===== config.mk =====
export PLATFORM = sky130hd
export DESIGN_NAME = agnus_dma_core
export DESIGN_NICKNAME = d
export VERILOG_FILES = /design/src/rtl/agnus_pkg.sv /design/src/rtl/dma_enable_if.sv /design/src/rtl/agnus_dma_core.sv /design/src/rtl/beam_slot_timer.sv /design/src/rtl/bus_arbiter.sv /design/src/rtl/dma_control_reg.sv
export SDC_FILE = /design/constraint.sdc
export NUM_CORES = 1
export LEC_CHECK = 0
export CAP_MARGIN = 20
export CORE_AREA = 2 2 102 104
export DETAILED_ROUTE_END_ITERATION = 10
export DIE_AREA = 0 0 104 106
export DONT_BUFFER_PORTS = 1
export GPL_TIMING_DRIVEN = 0
export PLACE_DENSITY = 0.5
export SYNTH_ARGS = -nofsm -noshare
export SYNTH_HDL_FRONTEND = slang
export SYNTH_SLANG_ARGS = --single-unit

===== constraint.sdc =====
create_clock -name clk -period 3.6 [get_ports clk]
set_clock_uncertainty 0.1 [all_clocks]
set_input_delay 0.36 -clock clk [delete_from_list [all_inputs] [get_ports clk]]
set_output_delay 0.36 -clock clk [all_outputs]
set_load 0.05 [all_outputs]

===== src/rtl/agnus_pkg.sv =====
package agnus_pkg;

	// --------------------------------------------------
	// widths and types
	localparam int WORD_W      = 16;
	localparam int CHIP_ADDR_W = 20;	// chip ram word address
	localparam int REG_ADDR_W  = 8;	// 256 register words
	localparam int HPOS_W      = 9;
	localparam int DMACON_W    = 13;	// stored dmacon bits 12..0
	localparam int BLS_CNT_W   = 2;

	typedef logic [WORD_W-1:0]      word_t;
	typedef logic [CHIP_ADDR_W-1:0] chip_addr_t;
	typedef logic [REG_ADDR_W-1:0]  reg_addr_t;
	typedef logic [HPOS_W-1:0]      hpos_t;
	typedef logic [BLS_CNT_W-1:0]   bls_cnt_t;

	// register word indices
	localparam reg_addr_t REG_IDLE    = 8'hff;	// nothing addressed
	localparam reg_addr_t REG_DMACON  = 8'h4b;	// byte address 0x096
	localparam reg_addr_t REG_DMACONR = 8'h01;	// byte address 0x002

	// --------------------------------------------------
	// horizontal slot positions
	localparam hpos_t HPOS_LAST         = 9'd453;	// 454 slots per line
	localparam hpos_t REFRESH_FIRST     = 9'd1;
	localparam hpos_t REFRESH_LAST      = 9'd7;
	localparam hpos_t STRHOR_DENISE_POS = 9'd11;
	localparam hpos_t STRHOR_PAULA_POS  = 9'd13;

	// cpu missed three slots in a row
	localparam bls_cnt_t BLS_CNT_MAX = 2'd3;

	// dmacon bit positions
	localparam int DMACON_SETCLR = 15;
	localparam int DMACON_BBUSY  = 14;	// read only
	localparam int DMACON_BZERO  = 13;	// read only
	localparam int DMACON_BLTPRI = 10;
	localparam int DMACON_DMAEN  = 9;	// master enable
	localparam int DMACON_BPLEN  = 8;
	localparam int DMACON_COPEN  = 7;
	localparam int DMACON_BLTEN  = 6;
	localparam int DMACON_SPREN  = 5;
	localparam int DMACON_DSKEN  = 4;
	localparam int DMACON_AUD_HI = 3;
	localparam int DMACON_AUD_LO = 0;

	// who owns the current slot
	typedef enum logic [2:0] {
		OWNER_NONE,
		OWNER_DSK,
		OWNER_REF,
		OWNER_AUD,
		OWNER_BPL,
		OWNER_SPR,
		OWNER_COP,
		OWNER_BLT
	} bus_owner_e;

endpackage


===== src/rtl/dma_enable_if.sv =====
`timescale 1ns/100ps

interface dma_enable_if;

	// all channel enables already gated with the master bit
	logic       dsk_en;
	logic [3:0] aud_en;	// one per audio channel
	logic       bpl_en;
	logic       cop_en;
	logic       blt_en;
	logic       spr_en;
	logic       blt_pri;	// blitter nasty, not gated

	modport ctrl (output dsk_en, aud_en, bpl_en, cop_en, blt_en, spr_en, blt_pri);

	modport arb (input dsk_en, aud_en, bpl_en, cop_en, blt_en, spr_en, blt_pri);

endinterface


===== src/rtl/agnus_dma_core.sv =====
`timescale 1ns/100ps

module agnus_dma_core
(
	input  logic                  clk,
	input  logic                  reset,
	input  logic                  turbo,
	input  logic                  bls,	// blitter slowdown from cpu side
	// cpu register bus
	input  logic                  aen,
	input  logic                  rd,
	input  logic                  hwr,
	input  logic                  lwr,
	input  agnus_pkg::word_t      data_in,
	input  agnus_pkg::reg_addr_t  address_in,
	// blitter status for dmaconr
	input  logic                  blit_busy,
	input  logic                  blit_zero,
	// dma channel requests
	input  logic                  dsk_req,
	input  logic                  dsk_wr,
	input  agnus_pkg::chip_addr_t dsk_address,
	input  agnus_pkg::reg_addr_t  dsk_reg_address,
	input  logic [3:0]            aud_req,
	input  agnus_pkg::chip_addr_t aud_address,
	input  agnus_pkg::reg_addr_t  aud_reg_address,
	input  logic                  bpl_req,
	input  agnus_pkg::chip_addr_t bpl_address,
	input  agnus_pkg::reg_addr_t  bpl_reg_address,
	input  logic                  spr_req,
	input  agnus_pkg::chip_addr_t spr_address,
	input  agnus_pkg::reg_addr_t  spr_reg_address,
	input  logic                  cop_req,
	input  agnus_pkg::chip_addr_t cop_address,
	input  agnus_pkg::reg_addr_t  cop_reg_address,
	input  logic                  blt_req,
	input  logic                  blt_we,
	input  agnus_pkg::chip_addr_t blt_address,
	input  agnus_pkg::reg_addr_t  blt_reg_address,
	// outputs
	output agnus_pkg::word_t      data_out,	// dmaconr only
	output agnus_pkg::chip_addr_t address_out,
	output agnus_pkg::reg_addr_t  reg_address_out,
	output logic                  dbr,
	output logic                  dbwe,
	output logic                  ack_spr,
	output logic                  ack_cop,
	output logic                  ack_blt,
	output logic                  strhor_denise,
	output logic                  strhor_paula
);

	logic cck;	// colour clock phase
	logic refresh;	// refresh slot

	dma_enable_if dma_en ();

	// --------------------------------------------------
	beam_slot_timer beam_slot_timer_inst
	(
		.clk           (clk),
		.reset         (reset),
		.cck           (cck),
		.refresh       (refresh),
		.strhor_denise (strhor_denise),
		.strhor_paula  (strhor_paula)
	);

	// control register sees the arbitrated register address
	dma_control_reg dma_control_reg_inst
	(
		.clk         (clk),
		.reset       (reset),
		.reg_address (reg_address_out),
		.data_in     (data_in),
		.blit_busy   (blit_busy),
		.blit_zero   (blit_zero),
		.dmaconr     (data_out),
		.en          (dma_en.ctrl)
	);

	bus_arbiter bus_arbiter_inst
	(
		.clk             (clk),
		.reset           (reset),
		.cck             (cck),
		.refresh         (refresh),
		.turbo           (turbo),
		.bls             (bls),
		.en              (dma_en.arb),
		.dsk_req         (dsk_req),
		.dsk_wr          (dsk_wr),
		.dsk_address     (dsk_address),
		.dsk_reg_address (dsk_reg_address),
		.aud_req         (aud_req),
		.aud_address     (aud_address),
		.aud_reg_address (aud_reg_address),
		.bpl_req         (bpl_req),
		.bpl_address     (bpl_address),
		.bpl_reg_address (bpl_reg_address),
		.spr_req         (spr_req),
		.spr_address     (spr_address),
		.spr_reg_address (spr_reg_address),
		.cop_req         (cop_req),
		.cop_address     (cop_address),
		.cop_reg_address (cop_reg_address),
		.blt_req         (blt_req),
		.blt_we          (blt_we),
		.blt_address     (blt_address),
		.blt_reg_address (blt_reg_address),
		.aen             (aen),
		.rd              (rd),
		.hwr             (hwr),
		.lwr             (lwr),
		.address_in      (address_in),
		.address_out     (address_out),
		.reg_address     (reg_address_out),
		.dbr             (dbr),
		.dbwe            (dbwe),
		.ack_spr         (ack_spr),
		.ack_cop         (ack_cop),
		.ack_blt         (ack_blt)
	);

endmodule


===== src/rtl/beam_slot_timer.sv =====
`timescale 1ns/100ps

module beam_slot_timer
(
	input  logic clk,
	input  logic reset,
	output logic cck,	// colour clock phase, odd slots
	output logic refresh,	// refresh slot
	output logic strhor_denise,	// horizontal strobe to denise
	output logic strhor_paula	// horizontal strobe to paula
);
	import agnus_pkg::*;

	hpos_t hpos;	// current slot in the line

	// --------------------------------------------------
	// horizontal slot counter
	always_ff @(posedge clk)
	begin
		if (reset)
			hpos <= '0;
		else if (hpos == HPOS_LAST)
			hpos <= '0;	// wrap at end of line
		else
			hpos <= hpos + hpos_t'(1);
	end

	// --------------------------------------------------
	// slot decodes

	// odd slots belong to the chipset
	assign cck = hpos[0];

	// refresh uses the odd slots at the start of each line
	assign refresh = hpos[0] && (hpos >= REFRESH_FIRST) && (hpos <= REFRESH_LAST);

	// denise strobe runs one cck ahead of paula
	// to cover the pipeline delay on the display side
	assign strhor_denise = (hpos == STRHOR_DENISE_POS);
	assign strhor_paula  = (hpos == STRHOR_PAULA_POS);

endmodule


===== src/rtl/bus_arbiter.sv =====
`timescale 1ns/100ps

module bus_arbiter
(
	input  logic                  clk,
	input  logic                  reset,
	input  logic                  cck,	// odd slot
	input  logic                  refresh,	// refresh slot
	input  logic                  turbo,	// blitter may take even slots too
	input  logic                  bls,	// cpu is waiting for the bus
	dma_enable_if.arb             en,
	// disk
	input  logic                  dsk_req,
	input  logic                  dsk_wr,
	input  agnus_pkg::chip_addr_t dsk_address,
	input  agnus_pkg::reg_addr_t  dsk_reg_address,
	// audio
	input  logic [3:0]            aud_req,
	input  agnus_pkg::chip_addr_t aud_address,
	input  agnus_pkg::reg_addr_t  aud_reg_address,
	// bitplane
	input  logic                  bpl_req,
	input  agnus_pkg::chip_addr_t bpl_address,
	input  agnus_pkg::reg_addr_t  bpl_reg_address,
	// sprite
	input  logic                  spr_req,
	input  agnus_pkg::chip_addr_t spr_address,
	input  agnus_pkg::reg_addr_t  spr_reg_address,
	// copper
	input  logic                  cop_req,
	input  agnus_pkg::chip_addr_t cop_address,
	input  agnus_pkg::reg_addr_t  cop_reg_address,
	// blitter
	input  logic                  blt_req,
	input  logic                  blt_we,
	input  agnus_pkg::chip_addr_t blt_address,
	input  agnus_pkg::reg_addr_t  blt_reg_address,
	// cpu side register access
	input  logic                  aen,
	input  logic                  rd,
	input  logic                  hwr,
	input  logic                  lwr,
	input  agnus_pkg::reg_addr_t  address_in,
	// bus outputs
	output agnus_pkg::chip_addr_t address_out,
	output agnus_pkg::reg_addr_t  reg_address,
	output logic                  dbr,	// agnus owns the data bus
	output logic                  dbwe,	// memory write cycle
	output logic                  ack_spr,
	output logic                  ack_cop,
	output logic                  ack_blt
);
	import agnus_pkg::*;

	bus_owner_e owner;	// winner of this slot
	bls_cnt_t   bls_cnt;	// cycles the cpu has missed the bus
	reg_addr_t  cpu_reg_address;

	// cpu address only counts during an actual access
	assign cpu_reg_address = (aen && (rd || hwr || lwr)) ? address_in : REG_IDLE;

	// --------------------------------------------------
	// fixed priority, first match wins
	always_comb
	begin
		if (dsk_req && en.dsk_en)
			owner = OWNER_DSK;
		else if (refresh)
			owner = OWNER_REF;
		else if (|(aud_req & en.aud_en))
			owner = OWNER_AUD;
		else if (bpl_req && en.bpl_en)
			owner = OWNER_BPL;
		else if (spr_req && en.spr_en)
			owner = OWNER_SPR;
		else if (cop_req && en.cop_en)
			owner = OWNER_COP;
		else if (blt_req && en.blt_en && (bls_cnt != BLS_CNT_MAX))
			owner = OWNER_BLT;	// locked out once the cpu starved
		else
			owner = OWNER_NONE;
	end

	// bus multiplexer
	always_comb
	begin
		dbr         = 1'b1;
		dbwe        = 1'b0;
		ack_spr     = 1'b0;
		ack_cop     = 1'b0;
		ack_blt     = 1'b0;
		address_out = '0;
		reg_address = REG_IDLE;
		case (owner)
			OWNER_DSK:
			begin
				address_out = dsk_address;
				reg_address = dsk_reg_address;
				dbwe        = dsk_wr;	// disk can write memory
			end
			OWNER_REF:
			begin
				address_out = '0;	// refresh cycle, no register
				reg_address = REG_IDLE;
			end
			OWNER_AUD:
			begin
				address_out = aud_address;
				reg_address = aud_reg_address;
			end
			OWNER_BPL:
			begin
				address_out = bpl_address;
				reg_address = bpl_reg_address;
			end
			OWNER_SPR:
			begin
				address_out = spr_address;
				reg_address = spr_reg_address;
				ack_spr     = 1'b1;
			end
			OWNER_COP:
			begin
				address_out = cop_address;
				reg_address = cop_reg_address;
				ack_cop     = 1'b1;
			end
			OWNER_BLT:
			begin
				address_out = blt_address;
				reg_address = blt_reg_address;
				dbwe        = blt_we;
				ack_blt     = 1'b1;
			end
			OWNER_NONE:
			begin
				dbr         = 1'b0;	// bus left to the cpu
				reg_address = cpu_reg_address;
			end
		endcase
	end

	// --------------------------------------------------
	// blitter slowdown counter
	always_ff @(posedge clk)
	begin
		if (reset)
			bls_cnt <= '0;
		else if (!cck || turbo)
		begin
			if (!bls || en.blt_pri)
				bls_cnt <= '0;	// cpu got through or nasty mode
			else if (bls_cnt != BLS_CNT_MAX)
				bls_cnt <= bls_cnt + bls_cnt_t'(1);	// saturates at max
		end
	end

endmodule


===== src/rtl/dma_control_reg.sv =====
`timescale 1ns/100ps

module dma_control_reg
(
	input  logic                 clk,
	input  logic                 reset,
	input  agnus_pkg::reg_addr_t reg_address,	// current register address bus
	input  agnus_pkg::word_t     data_in,
	input  logic                 blit_busy,	// blitter status
	input  logic                 blit_zero,
	output agnus_pkg::word_t     dmaconr,	// read word, zero when not addressed
	dma_enable_if.ctrl           en
);
	import agnus_pkg::*;

	logic [DMACON_W-1:0] dmacon;	// stored control bits
	logic                dmacon_wr;	// write strobe
	logic                master;	// dmaen bit

	assign dmacon_wr = (reg_address == REG_DMACON);

	// --------------------------------------------------
	// dmacon write with set/clear rule
	always_ff @(posedge clk)
	begin
		if (reset)
			dmacon <= '0;
		else if (dmacon_wr)
		begin
			if (data_in[DMACON_SETCLR])
				dmacon <= dmacon | data_in[DMACON_W-1:0];	// set the given bits
			else
				dmacon <= dmacon & ~data_in[DMACON_W-1:0];	// clear the given bits
		end
	end

	// dmaconr read word
	always_comb
	begin
		dmaconr = '0;
		if (reg_address == REG_DMACONR)
		begin
			dmaconr[DMACON_W-1:0] = dmacon;
			dmaconr[DMACON_BZERO] = blit_zero;
			dmaconr[DMACON_BBUSY] = blit_busy;
			// bit 15 always reads back as zero
		end
	end

	// --------------------------------------------------
	// channel enables
	assign master = dmacon[DMACON_DMAEN];

	assign en.dsk_en  = dmacon[DMACON_DSKEN] & master;
	assign en.aud_en  = dmacon[DMACON_AUD_HI:DMACON_AUD_LO] & {4{master}};
	assign en.bpl_en  = dmacon[DMACON_BPLEN] & master;
	assign en.cop_en  = dmacon[DMACON_COPEN] & master;
	assign en.blt_en  = dmacon[DMACON_BLTEN] & master;
	assign en.spr_en  = dmacon[DMACON_SPREN] & master;
	assign en.blt_pri = dmacon[DMACON_BLTPRI];	// master does not apply here

endmodule


### After elaboration in Yosys (flattened, before gate mapping)

Cells that the tools add are included.

* register bits after elaboration: 24
* output and inout bits: 51
* logic and storage cells: 69

* magnitude comparators: 2
* reductions and logical operators: 20
* mux-type cells: 19
* add/sub/neg operators: 2
* bitwise gates (word level): 10
* equality and inequality tests: 13

Operators by type and width (number)
* $pmux W20 S6: 1
* $pmux W8 S8: 1
* $mux W3: 7
* $eq A9 B4 Y1 const B: 2
* $mux W15: 1
* $and A13 B13 Y13: 1
* $mux W13: 1
* $not A13 Y13: 1
* $or A13 B13 Y13: 1
* $eq A3 B3 Y1 const B: 4
* $add A9 B1 Y9 const B: 1
* $eq A9 B9 Y1 const B: 1
* $ge A9 B1 Y1 const B: 1
* $le A9 B3 Y1 const B: 1
* $logic_and A1 B1 Y1: 9
* $and A4 B4 Y4: 2
* $eq A8 B1 Y1 const B: 1
* $eq A8 B7 Y1 const B: 1
* $mux W8: 1
* $eq A3 B2 Y1 const B: 2
* $and A1 B1 Y1: 5
* $logic_or A1 B1 Y1: 4
* $mux W1: 4
* $mux W2: 2
* 10 further kinds: 11

### Longest topological paths before layout

* depth after elaboration: 14
* depth in mapped cells: 11
* gate-level depth less buffers: 9

### Cells and area by module

Synthesis repeated with hierarchy kept, for this count alone.

* cells, all modules: 347
* area total of the unflattened synthesis: 2782.7 sq um

By module, submodules not included
* bus_arbiter: instances 1, area an instance 1453.9 sq um, sequential area each 40.0 sq um, cells an instance 201
* dma_control_reg: instances 1, area an instance 845.8 sq um, sequential area each 260.2 sq um, cells an instance 90
* beam_slot_timer: instances 1, area an instance 483.0 sq um, sequential area each 180.2 sq um, cells an instance 56

### Least setup slack after synthesis

No wires, ideal clock.

* path kind: register -> output
* start: register beam_slot_timer_inst.hpos[7]
* end: output data_out[10]
* buffers on the path: 2
* arrival: 3.442 ns
* path slack: -0.302 ns
* stages on the path, launching flop included: 11
* path through: dfxtp_1 or4_1 or4_1 buf_2 nand2_4 a311oi_1 o22ai_1 nor4b_4 nor4b_4 buf_4 and2_1

* cells in the longest elaborated chain, start to end: 9
* elaborated cells on any way between the ends: 17
* classes of those cells: order compare (2); eq/ne (8); mux (4); reduce/logical (3)

RTL lines
* from (decl): line beam_slot_timer.sv:14 `hpos_t hpos;`
* from (signal assigned): line beam_slot_timer.sv:25 `hpos <= hpos + hpos_t'(1);`
* $ge A9 B1 Y1: line beam_slot_timer.sv:35 `assign refresh = hpos[0] && (hpos >= REFRESH_FIRST) && (hpos <= REFRESH_LAST);`
* $logic_and A1 B1 Y1: line beam_slot_timer.sv:35
* $logic_and A1 B1 Y1 (*): line beam_slot_timer.sv:35
* $mux W3 (*): line bus_arbiter.sv:68 `else if (refresh)`
* $mux W3 (*): line bus_arbiter.sv:66 `if (dsk_req && en.dsk_en)`
* $eq A3 B3 Y1, or another cell as far along: line bus_arbiter.sv:94 `case (owner)`
* $pmux W8 S8 (*): line bus_arbiter.sv:94
* net reg_address_out[4]: line agnus_dma_core.sv:43 `output agnus_pkg::reg_addr_t reg_address_out,`
* $eq A8 B1 Y1 (*): line dma_control_reg.sv:41 `if (reg_address == REG_DMACONR)`
* $mux W15 (*): line dma_control_reg.sv:41
* to (decl): line agnus_dma_core.sv:41 `output agnus_pkg::word_t data_out,`

The timed path passes the listed nets; every way through them passes the cells marked *.

### Final worst setup path

Ends and elaborated chain as after synthesis.

==> results.toml <==
[run_status]
outcome = "finished, violations left"
failed_checks = "setup timing"

[setup_path]
crit_path_start_kind = "register"
crit_path_cell_trace = "or4_4 > or4_4 > buf_4 > nor4b_1 > nand2_1 > a21o_1 > inv_1 > nor4b_4 > buf_4 > and2_4"
reg2reg_slack_ps = 200
cp.depth = 10
cp_data_arrival_time_ps = 3460
critical_path_class = "reg -> out"
crit_end = "data_out[10]"
timing.rr.start = "beam_slot_timer_inst.hpos[0]"
r2r_cells = 11
slowest_delay_ps = 540
crit_slowest_cell = "or4_4"
cp.required_ps = 3140
path_buf_inv = 3
crit_fanout = 5
cp-end-kind = "primary output"
critPathTopFamily = "simple AND/OR/NAND/NOR gates"
startpoint = "beam_slot_timer_inst.hpos[7]"

[sta]
timing.final.hold_violations = 0
slew_headroom = 0.405
finalSetupViolations = 15
rsz0062_at_grt = "yes"
setup_ws_ps = -321
fin_crit_sh = 1.09
worst_pin_slew_ps = 885
fmax_mhz = 255
hold-worst-slack_ps = 162
drv_slew = 0
finalCriticalPeriod_ps = 3920

[clocking]
numCtsBuffers = 3
clk_latency_ps = 270
cts_tree = "done"
clkTransAtPathRegs_ps = 90
cts_hold_buf = 0
clockRootBuffer = "clkbuf_8"
clock_path_buffers = 2
cts.sinks = 24
cts_max_level = 1

[yosys]
synth_common_cells = "a222oi_1 (40), nand2_1 (38), nor2_1 (33)"
synth_top_area_share = 0.184
syn_avg_cell_area_um2 = 7.62
synthTopCellsByArea = "dfxtp_1 (18%), a222oi_1 (15%), mux2i_1 (6.1%)"
synthesis.nets = 558
syn_area_um2 = 2600
ys_ff_latch = 24
yosysMostFrequentCell = "a222oi_1"
async_flop_share = 0
synth_edf_count = 0
yosysWarnings = 0
yosysSeqAreaShare = 0.184
ys_types = 58
yosysTopAreaCell = "dfxtp_1"
netlist_instances = 342
ys.flop_type = "dfxtp_1"

[global_routing]
grt_first_pass_wirelength_um = 18800
antenna_found_initial = 8
grt_pass1_vias = 2982
grt_start_max_net_pins = 15
grt_overflow = 0
grtUsageTotal = 0.221

[die]
die_x_um = 104
row_count = 37
fp.dieH_um = 106
ioPinCount = 264
coreArea_um2 = 10000
die-area_um2 = 11000
start_util = 0.261

[power]
peakVddDrop_v = 0.000176
clockPowerShare = 0.378
switching_power_w = 0.000179
swShare = 0.280
power_w = 0.000641
power_density_nw_per_um2 = 202
pwr-share-comb = 0.194
p_seq_frac = 0.429
power.internal_w = 0.000461
p_leak_nw = 1.19

[route]
num_vias = 3243
wire_per_inst_um = 26.7
avgViaCountPerCell = 6.47
wirelength_um = 13400
drt_iter0_markers = 509
drtPass1Iterations = 9
drc = 0
ant_nets = 0

[cells_and_area]
syn2layout_area_growth_pct = 21.5
final_nets = 575
layout-drive-gt1-share = 0.209
fillers = 1136
seq_area_um2 = 492
multi_input_area_um2 = 2170

[run]
max-cap-violations = 0

[place]
place_hpwl_um = 10900
post-place-ws_ps = -578
io_buffer_count = 0
gp_congestion = 0.889

[min_path]
hp-class = "in -> reg"
hold_depth = 2
per-layer routing:
metal  GRT usage  vias up  wire [um]
met3       0.120       24       2180
met4      0.0299        4        190
met5           0        -         29
met1       0.274     1556       5090
met2       0.346      244       5880
li1            -     1415          -
worst min path at each step:
stage                          start        to  slack [ps]
after floorplan             register  register         350
after global placement      register  register         360
after global routing      data_in[3]  register         150
after detailed placement    register  register         370
after CTS                 data_in[7]  register         160
final                     data_in[7]  register         160
layout make-up:
cell class                      instances  area share
Clock inverter                          1     0.00949
Antenna cell                            7     0.00554
Clock buffer                            3      0.0130
Timing Repair Buffer                   13      0.0308
Tap cell                              136      0.0538
Inverter                                6     0.00712
Sequential cell                        24       0.155
Buffer                                 23      0.0376
Multi-Input combinational cell        288       0.687
placed cells by master, fill, tap and decap left out, drive strengths merged, types with 3 or more instances in the layout:
cell type,count
a211oi,4
nand2,39
nor2,33
nor3,4
mux2i,16
o2bb2ai,4
a21oi,5
a311oi,3
a222oi,40
o21ai,14
diode,7
xor2,4
nor4b,4
and2,17
clkbuf,20
ha,3
xnor2,3
buf,19
nand3,16
nand4,15
inv,6
nand2b,15
a211o,3
dfxtp,24
a22oi,5
a22o,4
and3,3
cells by family (layout without fill, tap and decap cells):
kind of cell | Yosys count | after routing | synth area share
other | 1 | 8 | 0.00144
muxes | 16 | 16 | 0.0615
buffers and inverters | 30 | 46 | 0.0490
xor gates and xnor gates | 7 | 7 | 0.0235
AOI/OAI and AO/OA | 103 | 103 | 0.341
and+or+nand+nor | 158 | 158 | 0.325
DFF | 24 | 24 | 0.184
adders and majority gates | 3 | 3 | 0.0144
per-stage QoR:
step	utilization	instance area, um^2	setup TNS (ps)	std cells
after floorplan	-	2640	-579	342
after global placement	0.281	2810	-10000	478
after detailed placement	0.281	2810	-10690	478
after CTS	0.311	3110	-5230	493
after global routing	0.315	3150	-9070	494
final	0.316	3160	-4410	501
timing repair:
item,4_1_cts,5_1_grt
cloned,1,0
setup endpoints to repair,46,47
gates resized for setup,49,14
pin swaps,10,6
setup buffers,10,2
power groups by stage:
| stage | Combinational [W] | Clock (W) | Sequential [W] |
|---|---|---|---|
| global placement | 0.000107 | 0 | 0.000280 |
| finish | 0.000124 | 0.000242 | 0.000275 |
| floorplan | 0.0000898 | 0 | 0.000279 |
| detailed placement | 0.000109 | 0 | 0.000281 |
| CTS | 0.000125 | 0.000246 | 0.000275 |
| global route | 0.000132 | 0.000261 | 0.000275 |
Power figures use the tool's default switching activity.
